$ cat src/logic/rv_isa_pkg.sv
package rv_isa_pkg;

    ////////////////////
    // Widths

    localparam int xlen      = 32;
    localparam int reg_idx_w = 5;

    typedef logic [xlen-1:0]      word_t;
    typedef logic [reg_idx_w-1:0] reg_idx_t;

    ////////////////////
    // Major opcodes kept by the core

    typedef enum logic [6:0] {
        op_reg    = 7'b0110011,  // R-type ALU
        op_imm    = 7'b0010011,  // I-type ALU
        op_branch = 7'b1100011   // Conditional branches
    } opcode_e;

    // ALU funct3 codes, shared by R-type and I-type
    localparam logic [2:0] f3_add = 3'b000;
    localparam logic [2:0] f3_slt = 3'b010;
    localparam logic [2:0] f3_xor = 3'b100;
    localparam logic [2:0] f3_or  = 3'b110;
    localparam logic [2:0] f3_and = 3'b111;

    localparam logic [6:0] f7_sub = 7'b0100000;  // SUB when funct3 is add

    typedef enum logic [2:0] {
        alu_add,
        alu_sub,
        alu_and,
        alu_or,
        alu_xor,
        alu_slt
    } alu_op_e;

    // Values match the branch funct3 field
    typedef enum logic [2:0] {
        br_eq = 3'b000,
        br_ne = 3'b001,
        br_lt = 3'b100,
        br_ge = 3'b101
    } branch_e;

    typedef enum logic [1:0] {
        fwd_none = 2'd0,  // Register file value
        fwd_wb   = 2'd1,
        fwd_mem  = 2'd2
    } fwd_sel_e;

endpackage

$ cat src/logic/rv_pipe_pkg.sv
package rv_pipe_pkg;

    import rv_isa_pkg::*;

    // Decoded control for one instruction
    typedef struct packed {
        logic    reg_write;
        logic    alu_src_imm;   // Operand B from the immediate
        logic    is_branch;
        alu_op_e alu_op;
        branch_e br_op;
    } ctrl_t;

    // All zero is a bubble, nothing written and no branch
    localparam ctrl_t ctrl_nop = '0;

    ////////////////////
    // Stage registers

    typedef struct packed {
        ctrl_t    ctrl;
        word_t    pc;
        reg_idx_t rs1;
        reg_idx_t rs2;
        reg_idx_t rd;
        word_t    rs1_data;
        word_t    rs2_data;
        word_t    imm;
    } id_ex_t;

    // Also used between memory slot and writeback
    typedef struct packed {
        logic     reg_write;
        reg_idx_t rd;
        word_t    result;
    } ex_mem_t;

    typedef struct packed {
        logic     valid;
        reg_idx_t rd;
        word_t    data;
    } wb_t;

endpackage

$ cat src/logic/rv_decoder.sv
`timescale 1ns/10ps

module rv_decoder
    import rv_isa_pkg::*;
    import rv_pipe_pkg::*;
(
    input  word_t    instr,
    output ctrl_t    ctrl,
    output reg_idx_t rs1,
    output reg_idx_t rs2,
    output reg_idx_t rd,
    output word_t    imm
);

    opcode_e    opcode;
    logic [2:0] funct3;
    logic [6:0] funct7;
    word_t      imm_i;
    word_t      imm_b;
    alu_op_e    f3_op;
    logic       f3_ok;

    assign opcode = opcode_e'(instr[6:0]);
    assign funct3 = instr[14:12];
    assign funct7 = instr[31:25];
    assign rs1    = instr[19:15];
    assign rs2    = instr[24:20];
    assign rd     = instr[11:7];

    assign imm_i = {{20{instr[31]}}, instr[31:20]};
    assign imm_b = {{20{instr[31]}}, instr[7], instr[30:25], instr[11:8], 1'b0};

    // funct3 to ALU operation, same table for register and immediate forms
    always_comb
    begin
        f3_ok = 1'b1;
        case (funct3)
            f3_add:  f3_op = alu_add;
            f3_slt:  f3_op = alu_slt;
            f3_xor:  f3_op = alu_xor;
            f3_or:   f3_op = alu_or;
            f3_and:  f3_op = alu_and;
            default:
            begin
                f3_op = alu_add;
                f3_ok = 1'b0;   // Shifts and unsigned compares not kept
            end
        endcase
    end

    always_comb
    begin
        ctrl = ctrl_nop;
        imm  = imm_i;
        case (opcode)
            op_reg:
            begin
                ctrl.reg_write = f3_ok;
                ctrl.alu_op    = (funct3 == f3_add && funct7 == f7_sub) ? alu_sub : f3_op;
            end
            op_imm:
            begin
                ctrl.reg_write   = f3_ok;
                ctrl.alu_src_imm = 1'b1;
                ctrl.alu_op      = f3_op;
            end
            op_branch:
            begin
                if (funct3 inside {br_eq, br_ne, br_lt, br_ge})
                begin
                    ctrl.is_branch = 1'b1;
                    ctrl.br_op     = branch_e'(funct3);
                    imm            = imm_b;   // Offset from the branch pc
                end
            end
            default: ;  // Unknown opcode stays a bubble
        endcase
    end

endmodule

$ cat src/logic/rv_regfile.sv
`timescale 1ns/10ps

module rv_regfile
    import rv_isa_pkg::*;
    import rv_pipe_pkg::*;
#(
    parameter int reg_count = 32
)(
    input  logic     clk,
    input  logic     rst,
    input  reg_idx_t rs1,
    input  reg_idx_t rs2,
    output word_t    rs1_data,
    output word_t    rs2_data,
    input  wb_t      wb
);

    word_t regs [reg_count];
    logic  wr_en;

    // x0 and indices past the file are never written
    assign wr_en = wb.valid && wb.rd != '0 && wb.rd < reg_count;

    always_ff @(posedge clk or posedge rst)
    begin
        if (rst)
        begin
            for (int i = 0; i < reg_count; i++)
                regs[i] <= '0;
        end
        else if (wr_en)
            regs[wb.rd] <= wb.data;
    end

    // Same-cycle write passes straight through
    function automatic word_t read_port(input reg_idx_t idx);
        if (idx == '0 || idx >= reg_count)
            return '0;
        if (wr_en && idx == wb.rd)
            return wb.data;
        return regs[idx];
    endfunction

    always_comb
    begin
        rs1_data = read_port(rs1);
        rs2_data = read_port(rs2);
    end

endmodule

$ cat src/logic/rv_alu.sv
`timescale 1ns/10ps

module rv_alu
    import rv_isa_pkg::*;
(
    input  word_t   op_a,
    input  word_t   op_b,
    input  alu_op_e alu_op,
    input  branch_e br_op,
    input  logic    is_branch,
    output word_t   result,
    output logic    branch_taken
);

    logic a_eq_b;
    logic a_lt_b;
    logic cond;

    assign a_eq_b = (op_a == op_b);
    assign a_lt_b = ($signed(op_a) < $signed(op_b));  // Signed for SLT and BLT/BGE

    ////////////////////
    // Arithmetic and logic

    always_comb
    begin
        case (alu_op)
            alu_add: result = op_a + op_b;
            alu_sub: result = op_a - op_b;
            alu_and: result = op_a & op_b;
            alu_or:  result = op_a | op_b;
            alu_xor: result = op_a ^ op_b;
            alu_slt: result = {{(xlen-1){1'b0}}, a_lt_b};
            default: result = op_a + op_b;
        endcase
    end

    ////////////////////
    // Branch condition

    always_comb
    begin
        case (br_op)
            br_eq:   cond = a_eq_b;
            br_ne:   cond = !a_eq_b;
            br_lt:   cond = a_lt_b;
            br_ge:   cond = !a_lt_b;
            default: cond = 1'b0;
        endcase
    end

    assign branch_taken = is_branch && cond;

endmodule

$ cat src/logic/rv_hazard.sv
`timescale 1ns/10ps

module rv_hazard
    import rv_isa_pkg::*;
    import rv_pipe_pkg::*;
(
    input  reg_idx_t ex_rs1,
    input  reg_idx_t ex_rs2,
    input  ex_mem_t  mem_stage,
    input  ex_mem_t  wb_stage,
    input  logic     branch_taken,
    output fwd_sel_e fwd_a,
    output fwd_sel_e fwd_b,
    output logic     flush
);

    // Newest producer wins, x0 is never forwarded
    function automatic fwd_sel_e pick(input reg_idx_t rs, input ex_mem_t mem_s,
                                      input ex_mem_t wb_s);
        if (rs == '0)
            return fwd_none;
        if (mem_s.reg_write && mem_s.rd == rs)
            return fwd_mem;
        if (wb_s.reg_write && wb_s.rd == rs)
            return fwd_wb;
        return fwd_none;
    endfunction

    assign fwd_a = pick(ex_rs1, mem_stage, wb_stage);
    assign fwd_b = pick(ex_rs2, mem_stage, wb_stage);

    assign flush = branch_taken;  // Kills decode and execute on a taken branch

endmodule

$ cat src/logic/rv_core.sv
`timescale 1ns/10ps

module rv_core
    import rv_isa_pkg::*;
    import rv_pipe_pkg::*;
#(
    parameter word_t reset_pc  = 32'h0000_0000,
    parameter int    reg_count = 32
)(
    input  logic  clk,
    input  logic  rst,
    output word_t instr_addr,
    input  word_t instr_data,
    output wb_t   wb
);

    typedef struct packed {
        word_t instr;
        word_t pc;
    } if_id_t;

    word_t    pc;
    if_id_t   if_id;
    id_ex_t   id_ex;
    ex_mem_t  ex_mem;
    ex_mem_t  mem_wb;

    ctrl_t    dec_ctrl;
    reg_idx_t dec_rs1;
    reg_idx_t dec_rs2;
    reg_idx_t dec_rd;
    word_t    dec_imm;
    word_t    rs1_data;
    word_t    rs2_data;

    fwd_sel_e fwd_a;
    fwd_sel_e fwd_b;
    logic     flush;
    logic     branch_taken;
    word_t    src_a;
    word_t    src_b;
    word_t    alu_b;
    word_t    alu_result;
    word_t    branch_target;

    function automatic word_t fwd_pick(input fwd_sel_e sel, input word_t reg_val,
                                       input word_t mem_val, input word_t wb_val);
        case (sel)
            fwd_mem: return mem_val;
            fwd_wb:  return wb_val;
            default: return reg_val;
        endcase
    endfunction

    ////////////////////
    // Decode

    rv_decoder u_decoder (
        .instr (if_id.instr),
        .ctrl  (dec_ctrl),
        .rs1   (dec_rs1),
        .rs2   (dec_rs2),
        .rd    (dec_rd),
        .imm   (dec_imm)
    );

    rv_regfile #(
        .reg_count (reg_count)
    ) u_regfile (
        .clk      (clk),
        .rst      (rst),
        .rs1      (dec_rs1),
        .rs2      (dec_rs2),
        .rs1_data (rs1_data),
        .rs2_data (rs2_data),
        .wb       (wb)
    );

    ////////////////////
    // Execute

    assign src_a         = fwd_pick(fwd_a, id_ex.rs1_data, ex_mem.result, mem_wb.result);
    assign src_b         = fwd_pick(fwd_b, id_ex.rs2_data, ex_mem.result, mem_wb.result);
    assign alu_b         = id_ex.ctrl.alu_src_imm ? id_ex.imm : src_b;
    assign branch_target = id_ex.pc + id_ex.imm;

    rv_alu u_alu (
        .op_a         (src_a),
        .op_b         (alu_b),
        .alu_op       (id_ex.ctrl.alu_op),
        .br_op        (id_ex.ctrl.br_op),
        .is_branch    (id_ex.ctrl.is_branch),
        .result       (alu_result),
        .branch_taken (branch_taken)
    );

    rv_hazard u_hazard (
        .ex_rs1       (id_ex.rs1),
        .ex_rs2       (id_ex.rs2),
        .mem_stage    (ex_mem),
        .wb_stage     (mem_wb),
        .branch_taken (branch_taken),
        .fwd_a        (fwd_a),
        .fwd_b        (fwd_b),
        .flush        (flush)
    );

    ////////////////////
    // PC and stage registers

    assign instr_addr = pc;

    always_ff @(posedge clk or posedge rst)
    begin
        if (rst)
        begin
            pc     <= reset_pc;
            if_id  <= '0;       // Zero word decodes as a bubble
            id_ex  <= '0;
            ex_mem <= '0;
            mem_wb <= '0;
        end
        else
        begin
            pc <= branch_taken ? branch_target : pc + 32'd4;
            if (flush)
            begin
                if_id <= '0;    // Drop the two younger instructions
                id_ex <= '0;
            end
            else
            begin
                if_id <= '{instr: instr_data, pc: pc};
                id_ex <= '{ctrl: dec_ctrl, pc: if_id.pc, rs1: dec_rs1, rs2: dec_rs2,
                           rd: dec_rd, rs1_data: rs1_data, rs2_data: rs2_data,
                           imm: dec_imm};
            end
            ex_mem <= '{reg_write: id_ex.ctrl.reg_write, rd: id_ex.rd, result: alu_result};
            mem_wb <= ex_mem;   // Memory slot only passes the result on
        end
    end

    // Retiring write, committed by the register file at the next edge
    assign wb = '{valid: mem_wb.reg_write, rd: mem_wb.rd, data: mem_wb.result};

endmodule

$ cat config.mk
export PLATFORM = sky130hd
export DESIGN_NAME = rv_core
export DESIGN_NICKNAME = d
export VERILOG_FILES = /design/src/logic/rv_isa_pkg.sv /design/src/logic/rv_pipe_pkg.sv /design/src/logic/rv_decoder.sv /design/src/logic/rv_regfile.sv /design/src/logic/rv_alu.sv /design/src/logic/rv_hazard.sv /design/src/logic/rv_core.sv
export SDC_FILE = /design/constraint.sdc
export NUM_CORES = 2
export LEC_CHECK = 0
export BUFFER_PORTS_ARGS = -buffer_cell sky130_fd_sc_hd__buf_2
export CAP_MARGIN = 20
export CORE_ASPECT_RATIO = 1.1
export CORE_MARGIN = 5
export CORE_UTILIZATION = 40
export DETAILED_ROUTE_END_ITERATION = 10
export PLACE_DENSITY = 0.52
export SYNTH_ARGS = -nofsm -noshare
export SYNTH_HDL_FRONTEND = slang
export SYNTH_HIERARCHICAL = 1
export SYNTH_SLANG_ARGS = --single-unit
$ cat constraint.sdc
create_clock -name clk -period 49.6 [get_ports clk]
set_clock_uncertainty 0.1 [all_clocks]
set_input_delay 9.92 -clock clk [delete_from_list [all_inputs] [get_ports clk]]
set_output_delay 9.92 -clock clk [all_outputs]
set_load 0.02 [all_outputs]
==> flow_metrics.py <==
metrics = {
    "status": {
        "status": "finished clean",
    },
    "die": {
        "die_w_um": 425,
        "die_area_um2": 198000,
        "coreArea_um2": 188000,
        "row_count": 167,
        "ioPinCount": 104,
        "initial_core_util": 0.402,
        "die_y_um": 466,
    },
    "power_and_ir_drop": {
        "combPwrFrac": 0.117,
        "power_frac_clock": 0.449,
        "p_seq_frac": 0.435,
        "p_leak_nw": 38.3,
        "p_per_area_nw_per_um2": 32.0,
        "switching_power_w": 0.000743,
        "swShare": 0.278,
        "internal-power_w": 0.00192,
        "power.total_w": 0.00267,
        "ir_drop_mv": 0.0321,
    },
    "synthesis": {
        "yosys_warnings": 6,
        "ys_seq_elements": 1348,
        "synth_edf_count": 0,
        "synthArstFlopShare": 1.00,
        "synth_cell_types": 113,
        "synth.largest_area_cell": "dfrtp_1",
        "mappedNetlistNets": 6371,
        "syn-mean-instance-area_um2": 12.2,
        "netlist.area_leader.share": 0.446,
        "netlist_top_cells_area": "dfrtp_1, mux2_2, mux4_2",
        "synthCells": 6202,
        "synth_ff_type": "dfrtp_1",
        "synth.yosys.seq_area_share": 0.446,
        "syn_area_um2": 75700,
    },
    "sta": {
        "relSlewSlack": 0.221,
        "rsz0062_at_grt": "false",
        "finalMaxSlewViolations": 0,
        "fin_ws_ns": 36.56,
        "report.final.hold_viol_count": 0,
        "min_period_ns": 13.04,
        "max_freq_mhz": 76.7,
        "setup_viol": 0,
        "timing.final.crit_share": 0.263,
        "worst_pin_slew_ns": 1.17,
        "setup_tns_ns": 0,
    },
    "setup_path": {
        "cp_data_arrival_time_ns": 13.77,
        "crit_chain": "buf_2 -> inv_8 -> buf_4 -> buf_4 -> buf_4 -> buf_4",
        "critPathRequiredTime_ns": 50.32,
        "max_stage_delay_ns": 0.80,
        "crit_path_max_fanout": 99,
        "path_common_cell": "buf_4",
        "critical_path.slowest_cell": "buf_4",
        "path_class": "in2async",
        "start_kind": "primary input",
        "end_kind": "async pin",
    },
    "global_route": {
        "grtUsageTotal": 0.279,
        "grt_pass1_wl_mm": 402,
        "grt-ovfl-total": 0,
        "grt_max_degree": 177,
        "antenna_found_initial": 23,
        "grt_pass1_vias": 54100,
    },
    "detailed_routing": {
        "wl_per_cell_um": 32.3,
        "ant_nets": 0,
        "drt-initial-drc-count": 5655,
        "vias": 54200,
        "routed_wirelength_mm": 281,
        "drc_errors": 0,
        "first_pass_iters": 6,
        "via_per_inst": 6.24,
    },
    "clocking": {
        "post_cts_buffers": 0,
        "cts_resized": 0,
        "cts_buffers": 156,
        "hold_buffers": 0,
        "cts_buffer_depth": 3,
        "clkLatencyLatePin_ns": 0.83,
        "cts.sinks": 1348,
        "cts_tree": "yes",
        "htreeDepth": 4,
        "path_clk_slew_ns": 0.06,
        "cts_root_buffer": "clkbuf_16",
    },
    "worst_hold_path": {
        "hp-class": "reg2reg",
    },
    "placement": {
        "dp_slack_ns": 35.31,
        "io_buffers": 103,
        "routabilityCongestion": 0.921,
        "dp_hpwl_mm": 168,
    },
    "job": {
        "cap_viol_max_count": 0,
    },
    "final_layout": {
        "final_layout_size_suffix_gt1_frac": 0.314,
        "synthToLayoutAreaGrowth_pct": 10.1,
        "nets": 6188,
    },
}
[sequential cells by signal, summed over array words and instances (netlist names)]
name            count
if_id              64
wb                 38
u_regfile/regs   1024
id_ex             152
ex_mem             38
instr_addr         32
[Yosys cell counts, types with 41 or more instances]
| cell type | number |
|---|---|
| dfrtp_1 | 1348 |
| mux2_2 | 1012 |
| mux2i_1 | 494 |
| mux4_2 | 298 |
| clkbuf_1 | 283 |
| nor2_1 | 250 |
| nor2b_1 | 235 |
| a21oi_1 | 206 |
| o21ai_0 | 195 |
| nand2_1 | 193 |
| buf_2 | 147 |
| o22ai_1 | 142 |
| ha_1 | 132 |
| inv_1 | 123 |
| a22oi_1 | 120 |
| nor3_1 | 88 |
| xnor2_1 | 83 |
| buf_1 | 78 |
| buf_4 | 68 |
| a221oi_1 | 61 |
| nand3_1 | 41 |
[placed cells by master, fill, tap and decap left out, types with 38 or more instances in the layout]
cell type	instances
ha_1	130
nor3_1	88
clkbuf_1	38
nor2b_1	233
nand3_1	41
xnor2_1	83
a22oi_1	120
dfrtp_1	1336
mux2_2	1012
nand2_1	178
o21ai_0	195
o221ai_1	40
a21oi_1	206
inv_1	120
buf_4	156
mux2i_1	494
clkbuf_16	158
buf_2	103
o21bai_1	40
mux4_2	298
nor2_1	236
o22ai_1	142
a221oi_1	61
[final timing paths]
check,start,end,slack (ns),depth (start not counted)
setup reg to reg,wb[36],instr_addr[22],40.70,21
hold reg to reg,id_ex[151],ex_mem[37],0.25,0
max in group clk,wb[26],wb[26],37.49,2
hold / removal,id_ex[151],ex_mem[37],0.25,0
setup / recovery,rst,u_regfile/regs[227],36.56,6
min in group asynchronous,rst,if_id[40],9.15,2
[power groups by stage]
stage	clock network [W]	logic, W	registers [W]
6_report	0.00120	0.000312	0.00116
3_3_place_gp	0	0.000306	0.00118
2_1_floorplan	0	0.000197	0.00117
4_1_cts	0.00122	0.000308	0.00116
5_1_grt	0.00126	0.000332	0.00116
3_5_place_dp	0	0.000307	0.00118
[area by class of cell]
cell class / instances / area, µm²
Antenna cell: 13 / 32.5
Clock buffer: 232 / 4590
Clock inverter: 47 / 678
Fill cell: 17400 / 105000
Inverter: 131 / 507
Multi-Input combinational cell: 4112 / 38600
Sequential cell: 1348 / 33800
Tap cell: 2535 / 3170
Timing Repair Buffer: 270 / 1920
[stage by stage]
| step | hold slack [ns] | cells | instance area [µm²] | utilization |
|---|---|---|---|---|
| 3_5_place_dp | 0.237 | 8391 | 77900 | 0.414 |
| 6_report | 0.250 | 8688 | 83300 | 0.442 |
| 5_1_grt | 0.267 | 8680 | 83300 | 0.442 |
| 3_3_place_gp | 0.235 | 8391 | 77900 | 0.414 |
| 4_1_cts | 0.250 | 8670 | 83200 | 0.442 |
| 2_1_floorplan | 0.231 | 6202 | 75700 | - |
[routing by layer]
layer  global-route usage  part of all wire  vias to the layer above
li1                     -                 -                    22700
met1                0.379              0.42                    28700
met2                0.437              0.46                     2225
met3               0.0518             0.072                      578
met4                0.122             0.050                        6
met5                    0           0.00014                        -
[critical path, delay by kind of cell]
family,cells,cell delay (ns)
buf+inv,6,3.64
[logic make-up (layout without fill, tap and decap cells)]
kind of cell	after synthesis	in the layout	share of synthesized area
AOI/OAI and AO/OA	1071	1071	0.0975
xor gates and xnor gates	111	111	0.0128
adders and majority gates	135	135	0.0226
buffers and inverters	742	680	0.0465
DFF	1348	1348	0.446
muxes	1816	1816	0.309
other	1	14	0.0000495
and+or+nand+nor	978	978	0.0663
(Power assumes the default switching activity.)
